<file path="config.mk">
export PLATFORM = sky130hd
export DESIGN_NAME = bpu_ras
export DESIGN_NICKNAME = d
export VERILOG_FILES = /design/src/rtl/bpu_pkg.sv /design/src/rtl/bpu_ras.sv
export VERILOG_INCLUDE_DIRS = /design/src /design/src/rtl
export SDC_FILE = /design/constraint.sdc
export NUM_CORES = 1
export LEC_CHECK = 0
export BUFFER_PORTS_ARGS = -buffer_cell sky130_fd_sc_hd__buf_2
export CAP_MARGIN = 10
export CORE_ASPECT_RATIO = 0.7
export CORE_MARGIN = 10
export CORE_UTILIZATION = 50
export CTS_BUF_LIST = sky130_fd_sc_hd__clkbuf_16
export DETAILED_ROUTE_END_ITERATION = 10
export GPL_TIMING_DRIVEN = 0
export PLACE_DENSITY = 0.7
export RECOVER_POWER = 25
export SLEW_MARGIN = 20
export SYNTH_ARGS = -nofsm -noshare
export SYNTH_HDL_FRONTEND = slang
export SYNTH_SLANG_ARGS = --single-unit
</file>
<file path="constraint.sdc">
create_clock -name clk -period 3.84 [get_ports clk]
set_clock_uncertainty 0.2 [all_clocks]
set_input_delay 0 -clock clk [delete_from_list [all_inputs] [get_ports clk]]
set_output_delay 0 -clock clk [all_outputs]
set_load 0.03 [all_outputs]
</file>
<file path="src/rtl/bpu_macros.svh">
// bpu sizing macros
// table depths, index and tag widths, history length, RAS size
// and the fetch address taken out of reset

`ifndef BPU_MACROS_SVH
`define BPU_MACROS_SVH

// fetch address after reset
`define BPU_INIT_PC     32'h1c00_0000

// BTB and BHT geometry, one bank per slot
`define BPU_IDX_LEN     9     // {pc[17:12]^pc[11:6], pc[5:3]}
`define BPU_TAB_DEPTH   512   // entries per bank
`define BPU_TAG_LEN     8     // pc[19:12]

// local history and pattern table
`define BPU_HIST_LEN    5
`define BPU_PHT_PC_LEN  8     // pc[10:3]
`define BPU_PHT_LEN     13    // history + pc bits

// return address stack
`define BPU_RAS_DEPTH   8
`define BPU_RAS_LEN     3     // pointer width

`endif

</file>
<file path="src/rtl/bpu_pkg.sv">
// bpu shared types
// address and field typedefs, branch type encoding,
// table index hash and tag extraction

`default_nettype none

`include "bpu_macros.svh"

package bpu_pkg;

    typedef logic [31:0]                  addr_t;     // instruction address
    typedef logic [`BPU_IDX_LEN-1:0]      btb_idx_t;  // BTB / BHT row
    typedef logic [`BPU_PHT_LEN-1:0]      pht_idx_t;  // PHT row
    typedef logic [`BPU_TAG_LEN-1:0]      tag_t;
    typedef logic [`BPU_HIST_LEN-1:0]     hist_t;     // newest outcome in bit 0
    typedef logic [1:0]                   scnt_t;     // msb set means taken
    typedef logic [`BPU_RAS_LEN-1:0]      ras_ptr_t;

    // plain jumps live as BR_COND with a counter trained taken
    typedef enum logic [1:0] {
        BR_NPC  = 2'd0,  // no branch
        BR_COND = 2'd1,
        BR_CALL = 2'd2,
        BR_RET  = 2'd3
    } br_type_e;

    // fold pc[17:6] down to 6 bits, keep block offset bits on the bottom
    function automatic btb_idx_t bpu_hash(input addr_t pc);
        return {pc[17:12] ^ pc[11:6], pc[5:3]};
    endfunction

    // tag sits right above the folded index bits
    function automatic tag_t bpu_tag(input addr_t pc);
        return pc[`BPU_TAG_LEN+11:12];
    endfunction

endpackage

`default_nettype wire

</file>
<file path="src/rtl/bpu_ras.sv">
// bpu return address stack
// eight entries with a top pointer; calls push pc+4, returns pop.
// pointer wraps, so deep call chains overwrite the oldest entry

`timescale 1ns/1ps
`default_nettype none

`include "bpu_macros.svh"

module bpu_ras import bpu_pkg::*; (
    input  wire logic       clk,
    input  wire logic       rst_n,

    output addr_t           top_o,        // predicted return address

    input  wire logic       upd_valid_i,
    input  wire addr_t      upd_pc_i,
    input  wire br_type_e   upd_br_type_i
);

    addr_t [`BPU_RAS_DEPTH-1:0] stack_q;
    ras_ptr_t                   top_q;     // points at the current top
    ras_ptr_t                   push_ptr;
    logic                       push;
    logic                       pop;

    assign push     = upd_valid_i && (upd_br_type_i == BR_CALL);
    assign pop      = upd_valid_i && (upd_br_type_i == BR_RET);
    assign push_ptr = top_q + ras_ptr_t'(1);  // wraps at depth

    assign top_o = stack_q[top_q];

    // empty stack reads entry 0, which reset leaves at zero
    always_ff @(posedge clk) begin
        if (!rst_n) begin
            top_q <= '0;
        end else if (push) begin
            top_q <= push_ptr;
        end else if (pop) begin
            top_q <= top_q - ras_ptr_t'(1);
        end
    end

    always_ff @(posedge clk) begin
        if (!rst_n) begin
            stack_q <= '0;
        end else if (push) begin
            stack_q[push_ptr] <= upd_pc_i + 32'd4;  // return lands after the call
        end
    end

endmodule

`default_nettype wire

</file>
# After elaboration in Yosys (flattened, before gate mapping)
# Cells that the tools add are included.
dict set report totals {
  out_inout_bits 32
  ff_bits 259
  mem_bits_rw 0
  rom_bits 0
  memories 0
  latch_bits 0
}
dict set report classes {
  eq_ne 2
  bitwise_logic 0
  div_mod_pow 0
  add_sub_neg 3
  n_shift 0
  reduce_logical 4
  magnitude_cmp 3
  muxes 7
  mul 0
}
# operator count
set op_table {}
lappend op_table {{256-bit bitwise mux} 1}
lappend op_table {{32-bit binary-select mux with 3-bit select} 1}
lappend op_table {{32-bit demux with 3-bit select} 1}
lappend op_table {{32-bit two-way mux} 2}
lappend op_table {{32-bit by 3-bit adder with 32-bit output (second input constant)} 1}
lappend op_table {{3-bit by 4-bit < comparator with 1-bit output (second input constant)} 2}
lappend op_table {{3-bit two-way mux} 2}
lappend op_table {{2-bit == test (second input constant)} 2}
lappend op_table {{3-bit by 1-bit adder with 3-bit output (second input constant)} 1}
lappend op_table {{3-bit by 1-bit greater-or-equal comparator with 1-bit output (second input constant)} 1}
lappend op_table {{1-bit logical AND} 3}
lappend op_table {{3-bit by 1-bit subtractor with 3-bit output (second input constant)} 1}
lappend op_table {{2-bit nonzero test} 1}

# Depth between registers and ports, before layout
dict set report depth {
  depth_word 6
  depth_mapped 12
  depth_no_buf 7
}

# Worst setup path after synthesis
# OpenSTA, ideal clock, no wires.
dict set report synth_timing {
  path_kind {reg2reg}
  from {reg top_q[0]}
  to {reg stack_q[65] (netlist bit)}
  setup_ps 128
  period_less_slack_ps 3074
  t_arrival_ps 2746
  stages_incl_launch_ff 13
  path_slack_ps 766
  n_path_buf 5
  cell_sequence {dfxtp_1 buf_2 buf_2 buf_2 inv_1 ha_1 buf_2 inv_1 or2_1 nor2_2 buf_2 mux2i_1 nor2_1}
}
dict set report synth_between {
  elab_chain_cells 6
  word_cells_on_any_way 7
  cone_classes {add/sub (1); order compare (2); mux (3); reduce/logical (1)}
}
# item line
set synth_rtl {}
lappend synth_rtl {{from (decl)} bpu_ras.sv:22} ;# ras_ptr_t top_q;
lappend synth_rtl {{from (signal assigned)} bpu_ras.sv:38} ;# top_q <= push_ptr;
lappend synth_rtl {{from (signal assigned)} bpu_ras.sv:40} ;# top_q <= top_q - ras_ptr_t'(1);
lappend synth_rtl {{3-bit by 1-bit adder with 3-bit output *} bpu_ras.sv:29} ;# assign push_ptr = top_q + ras_ptr_t'(1);
lappend synth_rtl {{via push_ptr[0]} bpu_ras.sv:23} ;# ras_ptr_t push_ptr;
lappend synth_rtl {{3-bit by 4-bit < comparator with 1-bit output (implied by the code) / 3-bit by 1-bit greater-or-equal comparator with 1-bit output (equally long branches)} bpu_ras.sv:48} ;# stack_q[push_ptr] <= upd_pc_i + 32'd4;
lappend synth_rtl {{1-bit logical AND (implied by the code)} bpu_ras.sv:48}
lappend synth_rtl {{32-bit two-way mux (implied by the code)} bpu_ras.sv:48}
lappend synth_rtl {{32-bit demux with 3-bit select *} bpu_ras.sv:48}
lappend synth_rtl {{256-bit bitwise mux *} bpu_ras.sv:48}
lappend synth_rtl {{to (signal, indexed assignment)} bpu_ras.sv:48}
lappend synth_rtl {{to (decl)} bpu_ras.sv:21} ;# addr_t [`BPU_RAS_DEPTH-1:0] stack_q;
# The timed path passes the listed nets; every way through them passes the cells marked *.
# A chain may end at the register's enable or synchronous reset.

# Worst setup path in the final report
dict set report layout_timing {
  from {reg top_q[1]}
  to {reg stack_q[203] (netlist bit)}
}
dict set report layout_between {
  elab_chain_cells 6
  word_cells_on_any_way 7
  cone_classes {add/sub (1); order compare (2); mux (3); reduce/logical (1)}
}
# item line
set layout_rtl {}
lappend layout_rtl {{3-bit by 1-bit adder with 3-bit output *} bpu_ras.sv:29}
lappend layout_rtl {{3-bit by 4-bit < comparator with 1-bit output (implied by the code) / 3-bit by 1-bit greater-or-equal comparator with 1-bit output (equally long branches)} bpu_ras.sv:48}
lappend layout_rtl {{1-bit logical AND (implied by the code)} bpu_ras.sv:48}
lappend layout_rtl {{32-bit two-way mux (implied by the code)} bpu_ras.sv:48}
lappend layout_rtl {{32-bit demux with 3-bit select *} bpu_ras.sv:48}
lappend layout_rtl {{256-bit bitwise mux *} bpu_ras.sv:48}
# Every way passes the cells marked *; elsewhere a longest branch is shown, timed or not.

==> impl_metrics.env <==
export IMPL_status="finished, final reports clean"
export IMPL_start_util_pct=50.8
export IMPL_dr_total_vias=9540
export IMPL_die_x_um=197
export IMPL_setup_viol=0
export IMPL_min_from="upd_br_type_i[1]"
export IMPL_dpl_cell_count=1425
export IMPL_synth_nets=1118
export IMPL_critPathRequiredTime_ns=4.06
export IMPL_vias_per_cell=6.31
export IMPL_hpwl_mm=24.3
export IMPL_rows=45
export IMPL_io_pins=69
export IMPL_clock_sinks=259
export IMPL_grt_overflow_total=0
export IMPL_layout_drive_gt1_share_pct=18.3
export IMPL_worstRegToRegCells=11
export IMPL_tightest_slew_ns=1.01
export IMPL_seqPwrFrac_pct=50.2
export IMPL_leakagePower_nw=4.52
export IMPL_min_path_type="in2reg"
export IMPL_switching_share_pct=25.6
export IMPL_fmax_ghz=0.279
export IMPL_final_cell_mix="dfxtp_1, o21ai_0, a21oi_1"
export IMPL_fin_util_pct=59.1
export IMPL_slew_viol_final=0
export IMPL_dpl_instance_area_sq_um=11700
export IMPL_wl_mm=36.0
export IMPL_peakVddDrop_mv=0.327
export IMPL_total_power_mw=5.50
export IMPL_rsz0062_at_grt="no"
export IMPL_r2r_start="top_q[1]"
export IMPL_crit_fanout=19
export IMPL_fp_dieArea_sq_um=28500
export IMPL_numCtsBuffers=25
export IMPL_crit_cells=11
export IMPL_reg2reg_to="stack_q[203]"
export IMPL_slowest_stage="dfxtp_1"
export IMPL_synthDistinctLibCells=36
export IMPL_fp_coreArea_sq_um=21700
export IMPL_clock_latency_ns=0.52
export IMPL_grt_max_degree=20
export IMPL_drc_errors=0
export IMPL_clockBufferDepth=3
export IMPL_clkTransAtPathRegs_ns=0.06
export IMPL_clockPowerShare_pct=40.1
export IMPL_finalSetupTns_ns=0
export IMPL_max_stage_delay_ns=0.44
export IMPL_port_buffers=65
export IMPL_syn_inst=1078
export IMPL_final_hold_violation_count=0
export IMPL_first_iter_violations=1254
export IMPL_cts_setup_buffers=0
export IMPL_arrival_ns=3.80
export IMPL_ys_warn_count=0
export IMPL_grt_pass1_vias=9384
export IMPL_cp_top_family="buffers and inverters"
export IMPL_htreeDepth=1
export IMPL_min_to="top_q[1]"
export IMPL_synth_top_area_share_pct=47.0
export IMPL_fin_crit_sh_pct=93.4
export IMPL_p_per_area_nw_per_um2=430
export IMPL_synthesis_area_sq_um=11000
export IMPL_synth_avg_cell_area_sq_um=10.2
export IMPL_pwr_share_comb_pct=9.7
export IMPL_grt_use_total_pct=25.1
export IMPL_ys_seq_area_share_pct=47.0
export IMPL_yosysTopAreaCell="dfxtp_1"
export IMPL_layout_cells_non_filler=1511
export IMPL_period_needed_ns=3.59
export IMPL_root_buffer="clkbuf_16"
export IMPL_slew_headroom_pct=32.6
export IMPL_first_pass_iters=5
export IMPL_hold_path_depth=4
export IMPL_crit_path_start_kind="register"
export IMPL_grt_pass1_wl_mm=55.2
export IMPL_antenna_found_initial=1
export IMPL_gp_congestion=0.859
export IMPL_path_buf_inv=6
export IMPL_endpoint_kind="register"
export IMPL_worstPathCellList="buf_4 > buf_2 > inv_1 > ha_1 > buf_2 > inv_1 > or2_1 > nor2_2 > buf_2 > nor2_1 > a211oi_1"
export IMPL_ys_top_cells_by_area="dfxtp_1, mux4_2, a21oi_1"
export IMPL_p_int_mw=4.09
export IMPL_design_area_sq_um=12800
export IMPL_rrSetupSlack_ns=0.25
export IMPL_routedWlPerCell_um=23.9
export IMPL_nNetsFinal=1253
export IMPL_crit_type="reg2reg"
export IMPL_crit_top_cell="buf_2"
export IMPL_die_height_um=144
export IMPL_ant_nets=0
export IMPL_cap_violations=0
export IMPL_netSwitchingPower_mw=1.41
export IMPL_area_growth_synth_to_final_pct=16.2
export IMPL_cts_tree="done"
export IMPL_final_common_cell="dfxtp_1"
export IMPL_ys_ff_latch=259
flip-flops by register name, summed over array words and instances, names as in the netlist:
name     count
top_q        3
stack_q    256
cells by family after synthesis:
group	after synthesis	synth area share, %
buffers and inverters	108	4.26
muxes	121	18.6
DFF	259	47.0
xor gates and xnor gates	32	2.68
adders and majority gates	3	0.341
AOI/OAI and AO/OA	376	19.3
and+or+nand+nor	179	7.72
how the worst max path moves through the flow:
| stage | start | to |
|---|---|---|
| global placement | top_q[0] | stack_q[208] |
| global route | top_q[1] | stack_q[203] |
| floorplan | top_q[0] | stack_q[65] |
| detailed placement | top_q[0] | stack_q[205] |
| CTS | top_q[1] | stack_q[67] |
| finish | top_q[1] | stack_q[203] |
synth_stat cells:
cell type	count
a21oi_1	142
nor4_4	1
nor2_1	125
nor3_2	2
nor4_1	2
nor2_2	2
nor3_1	2
and2_1	1
mux2i_1	25
mux4_2	64
or3_1	2
nor3_4	4
or2_1	1
buf_2	39
clkbuf_1	55
a211oi_1	88
nand4b_1	1
xor2_2	1
dfxtp_1	259
buf_1	2
inv_1	7
nand4_1	12
xor2_1	22
ha_1	3
nand2_1	7
nand3_1	12
xnor2_2	1
mux2_2	32
xnor2_1	8
inv_2	1
nand3_2	2
a211oi_2	4
nor4_2	1
buf_4	4
and3_1	2
o21ai_0	142
worst register-to-register path: cells and delay by family, from the launching register on:
kind / cells / cell delay (ns)
AOI/OAI and AO/OA: 1 / 0.26
adders and majority gates: 1 / 0.28
buffers and inverters: 6 / 1.61
DFF: 1 / 0.44
and+or+nand+nor: 3 / 0.68
per-stage QoR:
| stage | hold slack [ns] | setup WS (ns) |
|---|---|---|
| after global placement | 0.179 | -0.202 |
| after global routing | 0.272 | 0.00804 |
| after floorplan | 0.0184 | 0.766 |
| after CTS | 0.208 | 0.0653 |
| final | 0.235 | 0.252 |
| after detailed placement | 0.187 | -0.278 |
layer usage:
metal / vias up / GRT usage (%) / wire length [um]
li1: 4224 / - / -
met1: 4672 / 36.2 / 15500
met2: 575 / 37.0 / 15500
met3: 69 / 5.66 / 4190
met4: 0 / 6.66 / 826
met5: - / 0 / 0
power by group through the flow:
stage / combinational (mW) / clock [mW] / sequential [mW]
2_1_floorplan: 0.323 / 0 / 2.81
3_3_place_gp: 0.482 / 0 / 2.82
3_5_place_dp: 0.489 / 0 / 2.82
4_1_cts: 0.526 / 2.21 / 2.76
5_1_grt: 0.568 / 2.33 / 2.76
6_report: 0.534 / 2.21 / 2.76
cell type report:
cell class | count | area [sq um]
clock buffers | 25 | 626
inverters | 8 | 30.0
fillers | 1836 | 8860
diodes | 2 | 5.00
multi-input cells | 711 | 5370
repair buffers | 110 | 742
flip-flops and latches | 259 | 5180
clock inverters | 16 | 68.8
plain buffers | 98 | 435
well taps | 282 | 353
timing repair:
item                                    in CTS  in global routing
hold endpoints to repair                   251                  0
pin swaps                                    0                  0
hold buffers                                45                  0
endpoints found under the setup margin     101                100
resized for setup                            9                  1
Power figures use the tool's default switching activity.
