--- src/rtl/bpu_macros.svh ---
// bpu sizing macros
// table depths, index and tag widths, history length, RAS size
// and the fetch address taken out of reset

`ifndef BPU_MACROS_SVH
`define BPU_MACROS_SVH

// fetch address after reset
`define BPU_INIT_PC     32'h1c00_0000

// BTB and BHT geometry, one bank per slot
`define BPU_IDX_LEN     9     // {pc[17:12]^pc[11:6], pc[5:3]}
`define BPU_TAB_DEPTH   512   // entries per bank
`define BPU_TAG_LEN     8     // pc[19:12]

// local history and pattern table
`define BPU_HIST_LEN    5
`define BPU_PHT_PC_LEN  8     // pc[10:3]
`define BPU_PHT_LEN     13    // history + pc bits

// return address stack
`define BPU_RAS_DEPTH   8
`define BPU_RAS_LEN     3     // pointer width

`endif

--- src/rtl/bpu_pkg.sv ---
// bpu shared types
// address and field typedefs, branch type encoding,
// table index hash and tag extraction

`default_nettype none

`include "bpu_macros.svh"

package bpu_pkg;

    typedef logic [31:0]                  addr_t;     // instruction address
    typedef logic [`BPU_IDX_LEN-1:0]      btb_idx_t;  // BTB / BHT row
    typedef logic [`BPU_PHT_LEN-1:0]      pht_idx_t;  // PHT row
    typedef logic [`BPU_TAG_LEN-1:0]      tag_t;
    typedef logic [`BPU_HIST_LEN-1:0]     hist_t;     // newest outcome in bit 0
    typedef logic [1:0]                   scnt_t;     // msb set means taken
    typedef logic [`BPU_RAS_LEN-1:0]      ras_ptr_t;

    // plain jumps live as BR_COND with a counter trained taken
    typedef enum logic [1:0] {
        BR_NPC  = 2'd0,  // no branch
        BR_COND = 2'd1,
        BR_CALL = 2'd2,
        BR_RET  = 2'd3
    } br_type_e;

    // fold pc[17:6] down to 6 bits, keep block offset bits on the bottom
    function automatic btb_idx_t bpu_hash(input addr_t pc);
        return {pc[17:12] ^ pc[11:6], pc[5:3]};
    endfunction

    // tag sits right above the folded index bits
    function automatic tag_t bpu_tag(input addr_t pc);
        return pc[`BPU_TAG_LEN+11:12];
    endfunction

endpackage

`default_nettype wire

--- src/rtl/bpu_pc_gen.sv ---
// bpu fetch pc and next-pc selection
// holds the fetch pc, picks the first taken slot of the block
// and builds the slot mask; redirect overrides the prediction

`timescale 1ns/1ps
`default_nettype none

`include "bpu_macros.svh"

module bpu_pc_gen import bpu_pkg::*; (
    input  wire logic           clk,
    input  wire logic           rst_n,

    input  wire logic           ready_i,
    input  wire logic           redirect_i,
    input  wire addr_t          redirect_pc_i,

    input  wire logic [1:0]     btb_hit_i,
    input  wire addr_t [1:0]    btb_target_i,
    input  wire br_type_e [1:0] btb_type_i,
    input  wire scnt_t [1:0]    scnt_i,
    input  wire addr_t          ras_top_i,

    output logic                valid_o,
    output addr_t               pc_o,
    output addr_t               target_o,
    output logic                taken_o,
    output br_type_e            br_type_o,
    output logic [1:0]          mask_o
);

    addr_t      pc_q;
    logic [1:0] slot_tk;   // slot predicts taken
    addr_t      seq_pc;    // next aligned block

    always_comb begin
        for (int s = 0; s < 2; s++) begin
            slot_tk[s] = btb_hit_i[s] && (btb_type_i[s] != BR_NPC) &&
                         ((btb_type_i[s] == BR_CALL) || (btb_type_i[s] == BR_RET) ||
                          scnt_i[s][1]);
        end
        slot_tk[0] = slot_tk[0] && !pc_q[2];  // slot 0 skipped when entering at slot 1
    end

    assign seq_pc = {pc_q[31:3], 3'b000} + 32'd8;

    // first taken slot wins
    always_comb begin
        target_o  = seq_pc;
        taken_o   = 1'b0;
        br_type_o = BR_NPC;
        mask_o    = {1'b1, !pc_q[2]};  // fall through covers the rest of the block
        for (int s = 1; s >= 0; s--) begin
            if (slot_tk[s]) begin
                taken_o   = 1'b1;
                br_type_o = btb_type_i[s];
                target_o  = (btb_type_i[s] == BR_RET) ? ras_top_i : btb_target_i[s];
                mask_o    = (s == 0) ? 2'b01 : {1'b1, !pc_q[2]};
            end
        end
    end

    // redirect beats the handshake; accept only once valid
    always_ff @(posedge clk) begin
        if (!rst_n) begin
            pc_q    <= `BPU_INIT_PC;
            valid_o <= 1'b0;
        end else begin
            valid_o <= 1'b1;
            if (redirect_i) begin
                pc_q <= redirect_pc_i;
            end else if (ready_i && valid_o) begin
                pc_q <= target_o;
            end
        end
    end

    assign pc_o = pc_q;

endmodule

`default_nettype wire

--- config.mk ---
export PLATFORM = sky130hd
export DESIGN_NAME = bpu_pc_gen
export DESIGN_NICKNAME = d
export VERILOG_FILES = /design/src/rtl/bpu_pkg.sv /design/src/rtl/bpu_pc_gen.sv
export VERILOG_INCLUDE_DIRS = /design/src /design/src/rtl
export SDC_FILE = /design/constraint.sdc
export NUM_CORES = 1
export LEC_CHECK = 0
export ABC_AREA = 1
export ABC_CLOCK_PERIOD_IN_PS = 1700
export BUFFER_PORTS_ARGS = -buffer_cell sky130_fd_sc_hd__buf_2
export CAP_MARGIN = 20
export CORE_MARGIN = 2
export CORE_UTILIZATION = 46
export CTS_BUF_LIST = sky130_fd_sc_hd__clkbuf_4 sky130_fd_sc_hd__clkbuf_8 sky130_fd_sc_hd__clkbuf_16
export CTS_CLUSTER_DIAMETER = 200
export CTS_CLUSTER_SIZE = 12
export DETAILED_ROUTE_END_ITERATION = 8
export GPL_ROUTABILITY_DRIVEN = 0
export PLACE_DENSITY = 0.79
export SLEW_MARGIN = 20
export SYNTH_ARGS = -nofsm -noshare
export SYNTH_HDL_FRONTEND = slang
export SYNTH_SLANG_ARGS = --single-unit
--- constraint.sdc ---
create_clock -name clk -period 1.7 [get_ports clk]
set_input_delay 0 -clock clk [delete_from_list [all_inputs] [get_ports clk]]
set_output_delay 0 -clock clk [all_outputs]
set_load 0.01 [all_outputs]
# Word level (Yosys, flattened, before mapping)
# Index checks and enable logic that the tools add are counted.
[word_totals]
register_bits = 33
latchBits = 0
mem_bits_rw = 0
rom_bits = 0
input_bits = 142
out_inout_bits = 70
elab_cells = 33
n_memories = 0
[op_classes]
addsub = 1
n_mul = 0
div = 0
order_cmp = 0
n_eq_ne = 4
shifts = 0
mux = 12
bitwise = 0
n_reduce_logical = 14
[ops]
columns = ["op", "n"]
rows = [
  ["$mux W32", 6],
  ["$add A32 B4 Y32 const B", 1],
  ["$eq A2 B2 Y1 const B", 4],
  ["$logic_and A1 B1 Y1", 6],
  ["$mux W2", 3],
  ["$reduce_bool A2 Y1", 3],
  ["$logic_or A1 B1 Y1", 4],
  ["$mux W1", 3],
  ["$logic_not A1 Y1", 1],
]

# Longest topological paths before layout
# Gate-level depths: netlist of the first run.
[depth]
ltp_word = 8
ltp_mapped = 11
mapped_depth_nobuf = 11

# Least setup slack after synthesis of the first run
# No wires, ideal clock.
[synth_path]
path_kind = "register -> register"
startpoint = "register pc_q[4] (netlist: pc_o[4])"
endpoint = "register pc_q[27] (netlist: pc_o[27])"
setup_time_ns = 0.114
arrival_time_ns = 1.531
required_ns = 1.586
setup_slack_ns = 0.055
path_stages_with_launch = 11
path_buffers = 0
period_less_slack_ns = 1.645
path_cell_list = "dfxtp_1 > ha_1 > nand2_1 > nor2_1 > nand3_2 > nor2_2 > nand2_1 > o21ai_0 > nand3_1 > nand3_1 > nand2_1"
[synth_via]
elab_chain_len = 5
[synth_lines]
columns = ["element", "line", "text"]
rows = [
  ["start, declared", "bpu_pc_gen.sv:32", "addr_t pc_q;"],
  ["start signal, assigned", "bpu_pc_gen.sv:66", "pc_q <= `BPU_INIT_PC;"],
  ["start signal, assigned", "bpu_pc_gen.sv:71", "pc_q <= redirect_pc_i;"],
  ["start signal, assigned", "bpu_pc_gen.sv:73", "pc_q <= target_o;"],
  ["$add A32 B4 Y32", "bpu_pc_gen.sv:45", "assign seq_pc = {pc_q[31:3], 3'b000} + 32'd8;"],
  ["$mux W32 (2 in a row)", "bpu_pc_gen.sv:54", "if (slot_tk[s]) begin"],
  ["$mux W32", "bpu_pc_gen.sv:72", "end else if (ready_i && valid_o) begin"],
  ["$mux W32", "bpu_pc_gen.sv:70", "if (redirect_i) begin"],
]
# No other way between the ends. The select of a mux whose other input is x is not followed.
# A chain may end at the register's enable or synchronous reset.

# Final worst setup path of the first run
[layout_path]
startpoint = "register pc_q[3] (netlist: pc_o[3])"
endpoint = "output target_o[13]"
[layout_via]
elab_chain_len = 3
[layout_lines]
columns = ["element", "line", "text"]
rows = [
  ["$add A32 B4 Y32", "bpu_pc_gen.sv:45", ""],
  ["$mux W32 (2 in a row)", "bpu_pc_gen.sv:54", ""],
  ["end, declared", "bpu_pc_gen.sv:26", "output addr_t target_o,"],
]
# No other way between the ends.

==> impl_metrics.tcl, run 1 <==
set metrics [dict create \
    outcome "finished with violations" \
    failed_checks "setup timing" \
    route.detailed.wl_per_inst_um 14.9 \
    yosys_register_bits 33 \
    port_buffers 209 \
    placed_cell_area_mm2 0.00498 \
    synthMostInstantiatedCell "nand2_1" \
    syn-instance-count 707 \
    nets 1080 \
    design.portCount 212 \
    num_rows 32 \
    cts_root_buffer "clkbuf_8" \
    vias 5601 \
    fin_crit_sh 1.10 \
    reg2reg_to "pc_o[13]" \
    met1_length_um 5900 \
    synth_flop_cell "dfxtp_1" \
    num_antenna_cells 0 \
    stdcell_area_mm2 0.00556 \
    slew_viol_final 0 \
    cap_violations 0 \
    syn-cell-area_mm2 0.00376 \
    async_reset_ff_frac 0 \
    cp.arrival_ns 1.87 \
    drcViolationCount 0 \
    yosys-top-cells-count "208 x nand2_1, 132 x inv_1, 86 x o21ai_0, 63 x nand3_1, 37 x nor2_1" \
    ys_types 33 \
    power_density_mw_per_mm2 514 \
    rsz0062_at_grt "true" \
    antenna_found_initial 0 \
    clock-sinks 33 \
    synth_top_area_share 0.208 \
    syn_to_final_growth_pct 47.9 \
    synth_largest_area_cell "nand2_1" \
    p_leak_nw 2.94 \
    drive_above_1_share 0.358 \
    grt_usage 0.334 \
    hold_viol_final 0 \
    setup_viol 22 \
    worstPathMaxFanout 3 \
    synth-edff-count 0 \
    hold_class "primary input to flip-flop" \
    dr.pass1.iters 5 \
    ys_seq_area_frac 0.176 \
    whs_ns 0.0125 \
    cp-start-kind "flip-flop" \
    timing.rr.start "pc_o[3]" \
    fillCellCount 716 \
    finClkSkew_ns 0.00681 \
    die_x_um 94.4 \
    h-tree-depth 2 \
    final_antenna_net_count 0 \
    start_util 0.481 \
    wl_met3_um 1370 \
    overflow 0 \
    worstRegToRegCells 10 \
    cts_tree "yes" \
    clk_path_buf_depth 2 \
    clkTransAtPathRegs_ns 0.07 \
    via_per_inst 5.39 \
    ys.warnings.count 0 \
    synth_area_leaders "nand2_1 21%, dfxtp_1 18%, inv_1 13%" \
    syn_nets 850 \
    drtIter0Drc 328 \
    die_h_um 94.4 \
    routed.top_layer "met4" \
    worst_slack_ns -0.175 \
    critPathLaunch "pc_o[3]" \
    r2r_slack_ns -0.03 \
    crit_required_ns 1.70 \
    ir_drop_mv 0.314 \
    grt_max_degree 59 \
    endpoint "target_o[13]" \
    grt_pass1_wl_um 24000 \
    hpwl_um 11300 \
    max-slew-margin-rel 0.722 \
    syn_avg_cell_area_um2 5.32 \
    path_class "flip-flop to output port" \
    max_freq_mhz 533 \
    cp-end-kind "output port" \
    core_mm2 0.00781 \
    worst_slew_pin_slew_ns 0.417 \
    cts_buffers 5 \
    period_minus_slack_ns 1.87 \
    clock_latency_ns 0.29 \
    dieArea_mm2 0.00891 \
    drt_wl_total_um 15500 \
    met2_length_um 7630 \
    grt_pass1_vias 5351 \
]
registers in the layout (all words and copies together) (netlist names):
| name | flops |
|---|---|
| valid_o | 1 |
| pc_o | 32 |
power by group:
part	total, W	switching [W]	internal (W)
Combinational	0.00132	0.000776	0.000547
Clock	0.000642	0.000304	0.000338
Sequential	0.000892	0.0000619	0.000830
cells in the final DEF (no fill, tap or decap), types with 3 or more instances in the layout:
cell           netlist  final
o22ai_2              0      4
a21oi_2              2      3
nand2_2              2      9
o21ai_1              4      8
a21oi_1             31     30
nand3_1             63     57
buf_4                0     32
nor2_2               8      9
nor2_1              37     23
o21ai_0             86     80
nand2_1            208    200
a22o_1               3      3
o22ai_1             21     17
inv_1              132    129
nand4_1              8      8
dfxtp_1             33     20
buf_2               11    206
a31oi_1              5      5
o211ai_1             3      3
buf_6                5     12
dlygate4sd3_1        0      3
nor2_4               0     13
inv_2                2      4
dfxtp_2              0     11
nand3b_1             3      3
clkbuf_8             0      6
xor2_1               8      7
nand3_2              2      6
how the worst min path moves through the flow:
stage / slack, ns / cells after the start / end / start
detailed placement: 0.12 / 1 / valid_o / rst_n
finish: 0.01 / 3 / pc_o[0] / redirect_pc_i[0]
global placement: 0.12 / 1 / valid_o / rst_n
global route: 0.03 / 3 / pc_o[4] / redirect_pc_i[4]
CTS: 0.006 / 3 / pc_o[0] / redirect_pc_i[0]
floorplan: 0.03 / 0 / valid_o / rst_n
layer usage:
| metal | global-route usage | vias up |
|---|---|---|
| met1 | 0.393 | 2540 |
| met3 | 0.0463 | 49 |
| met4 | 0.116 | 0 |
| met2 | 0.617 | 307 |
| met5 | 0 | - |
| li1 | - | 2705 |
cells by family (layout without fill, tap and decap cells):
kind of cell / after synthesis / after routing / synth area share
AO/OA/AOI/OAI: 157 / 157 / 0.227
flip-flops: 33 / 33 / 0.176
buffers and inverters: 169 / 399 / 0.183
adder cells (fa/ha/maj): 1 / 1 / 0.00333
XOR/XNOR: 9 / 9 / 0.0210
AND/OR/NAND/NOR: 338 / 338 / 0.389
critical path, cell delays in order (launching register included):
cell and delay [ns]:
dfxtp_2 0.36, ha_4 0.16, nand2_4 0.05, nor2_4 0.13, nand3_4 0.11, buf_4 0.15
buf_6 0.11, xor2_2 0.16, nand2_1 0.09, nand2_1 0.08, inv_1 0.05, buf_2 0.12
final cells by class:
class / instances / area, um2 / share of cell area
multi-input cells: 505 / 2650 / 0.477
repair buffers: 256 / 1490 / 0.268
flip-flops and latches: 33 / 682 / 0.123
inverters: 136 / 518 / 0.0932
well taps: 102 / 128 / 0.0230
clock buffers: 7 / 90.1 / 0.0162
stage by stage:
stage	setup slack [ns]	total power, W	util	cells	setup TNS (ns)
finish	-0.175	0.00286	0.712	1039	-2.10
global route	-0.257	0.00303	0.712	1039	-4.17
CTS	-0.164	0.00278	0.680	1029	-2.02
detailed placement	-0.00654	0.00210	0.638	1011	-0.00654
global placement	0.0433	0.00208	0.638	1011	0
floorplan	0.0549	0.00158	-	707	0
repair_timing:
| item | CTS | global route |
|---|---|---|
| endpoints found under the hold margin | 3 | 0 |
| resized for setup | 41 | 54 |
| cloned | 0 | 0 |
| setup endpoints to repair | 22 | 37 |
| pin swaps | 13 | 26 |
| hold buffers | 3 | 0 |
| setup buffers | 8 | 10 |
Power figures use the tool's default switching activity.
==> run 2, diff against run 1 <==
- SKIP_LAST_GASP: not set -> 1
==> run 2 against run 1 <==
Effect of this change: the flow still finishes with violations (setup timing); largest cell class unchanged; power decreased by 0.10%; first-iteration DRC count increased by 6.7%; sequential power about the same; setup slack got worse by 0.0074 ns.
==> impl_metrics.tcl, run 2 (synthesis gave the netlist of run 1 again) <==
set metrics [dict create \
    grt_pass1_vias 5356 \
    crit_required_ns 1.70 \
    route.detailed.wl_per_inst_um 14.9 \
    power_density_mw_per_mm2 514 \
    die_x_um 94.4 \
    ir_drop_mv 0.317 \
    setup_tns_ns -2.07 \
    fillCellCount 718 \
    drcViolationCount 0 \
    critPathSlowestCell "dfxtp_2" \
    syn_to_final_growth_pct 47.8 \
    cp_top_family "simple AND/OR/NAND/NOR gates" \
    worstPathMaxFanout 3 \
    clk_path_buf_depth 2 \
    die_h_um 94.4 \
    path_class "flip-flop to output port" \
    grt_use_met3 0.0455 \
    cp_common_cell "nand2_1" \
    worstRegToRegCells 10 \
    cp-start-kind "flip-flop" \
    max_freq_mhz 531 \
    start_util 0.481 \
    hp-start "redirect_pc_i[0]" \
    cts_buffers 5 \
    via_per_inst 5.36 \
    clkTransAtPathRegs_ns 0.07 \
    final_cell_mix "207 x buf_2, 200 x nand2_1, 129 x inv_1" \
    cts_tree "yes" \
    cp.depth 11 \
    grt_busiest_layer "met2" \
    dieArea_mm2 0.00891 \
    drtIter0Drc 350 \
    dr.pass1.iters 5 \
    critPathBufInv 4 \
    hold_class "primary input to flip-flop" \
    cap_violations 0 \
    multiInputGateArea_mm2 0.00265 \
    pwr-share-comb 0.461 \
    fin_crit_sh 1.11 \
    cp.arrival_ns 1.88 \
    vias 5573 \
    finClkSkew_ns 0.00416 \
    cp_cell_sequence "ha_4 > nand2_4 > nor2_4 > nand3_4 > buf_4 > buf_6 > xor2_2 > nand2_1 > nand2_1 > inv_1 > buf_2" \
    port_buffers 209 \
    failed_checks "setup timing" \
    drive_above_1_share 0.358 \
    core_mm2 0.00781 \
    setup_viol 21 \
    num_antenna_cells 0 \
    grt_max_degree 59 \
    ff_latch_area_um2 682 \
    clock-sinks 33 \
    hpwl_um 11300 \
    clock_latency_ns 0.29 \
    max-slew-margin-rel 0.737 \
    p_sw_frac 0.400 \
    largest_reg_flops 32 \
    overflow 0 \
    h-tree-depth 2 \
    grtUsageMet1 0.394 \
    antenna_found_initial 0 \
    hold-path-cell-count 3 \
    cts_root_buffer "clkbuf_8" \
    critPathLaunch "pc_o[3]" \
    timing.rr.start "pc_o[3]" \
    p_seq_frac 0.312 \
    p_leak_nw 2.94 \
    fin_cells 1039 \
    grt_pass1_wl_um 23900 \
    nets 1080 \
    period_minus_slack_ns 1.88 \
    dpl.cell_count 1011 \
    cp-end-kind "output port" \
    internal-power_w 0.00171 \
    max_stage_delay_ns 0.36 \
    final_common_cell "buf_2" \
    p_clk_frac 0.226 \
    grt_usage 0.333 \
    drt_wl_total_um 15400 \
    design.portCount 212 \
    hold_viol_final 0 \
    num_rows 32 \
    rsz0062_at_grt "true" \
    slew_viol_final 0 \
    p_switching_w 0.00114 \
    final_antenna_net_count 0 \
    worst_slack_ns -0.182 \
    outcome "finished with violations" \
    grt_util_met2 0.608 \
    worst_slew_pin_slew_ns 0.395 \
]
## run 2: changes by cell type in the layout (fill, tap and decap cells not counted)
cell,previous run,this run
buf_6,12,11
buf_2,206,207
## run 2: cell type report
cell class | count | area share
timing repair buffer | 256 | 0.267
sequential | 33 | 0.123
multi-input combinational | 505 | 0.477
tap | 102 | 0.0230
inverter | 136 | 0.0933
clock buffer | 7 | 0.0162
## run 2: per-layer routing
layer | vias to the layer above | wire [um] | share of wire
li1 | 2711 | - | -
met1 | 2514 | 5930 | 0.38
met2 | 300 | 7550 | 0.49
met3 | 48 | 1340 | 0.087
met4 | 0 | 610 | 0.040
met5 | - | 0 | 0
## run 2: timing repair
action,CTS,global route
endpoints found under the setup margin,22,37
gates resized for setup,38,56
hold buffers,3,0
hold endpoints to repair,3,0
gates cloned,0,0
setup buffers,8,10
pin swaps,13,27
## run 2: power groups by stage
stage	combinational [W]	clock, W	sequential [W]
6_report	0.00132	0.000645	0.000892
5_1_grt	0.00145	0.000673	0.000897
4_1_cts	0.00124	0.000652	0.000886
3_5_place_dp	0.00120	0	0.000899
3_3_place_gp	0.00118	0	0.000897
2_1_floorplan	0.000659	0	0.000921
## run 2: through the flow
step           power, W   util  hold slack (ns)  instance area (um2)  setup slack, ns
2_1_floorplan   0.00158      -           0.0277                 3760           0.0549
3_3_place_gp    0.00208  0.638            0.116                 4980           0.0433
3_5_place_dp    0.00210  0.638            0.121                 4980         -0.00654
4_1_cts         0.00277  0.679          0.00631                 5300           -0.164
5_1_grt         0.00302  0.711           0.0320                 5550           -0.257
6_report        0.00285  0.711          0.00910                 5550           -0.182
## run 2: final timing paths
check / end / slack, ns
worst max-delay path: target_o[13] / -0.18
worst min-delay path: pc_o[0] / 0.009
worst max register to register: pc_o[13] / -0.03
worst min register to register: pc_o[1] / 0.51
## run 2: worst register-to-register path, delay by kind of cell, from the launching register on
| family | cells | cell delay, ns |
|---|---|---|
| AND/OR/NAND/NOR | 5 | 0.52 |
| flip-flops | 1 | 0.36 |
| buffers and inverters | 2 | 0.26 |
| AO/OA/AOI/OAI | 1 | 0.18 |
| adder cells (fa/ha/maj) | 1 | 0.16 |
| XOR/XNOR | 1 | 0.16 |
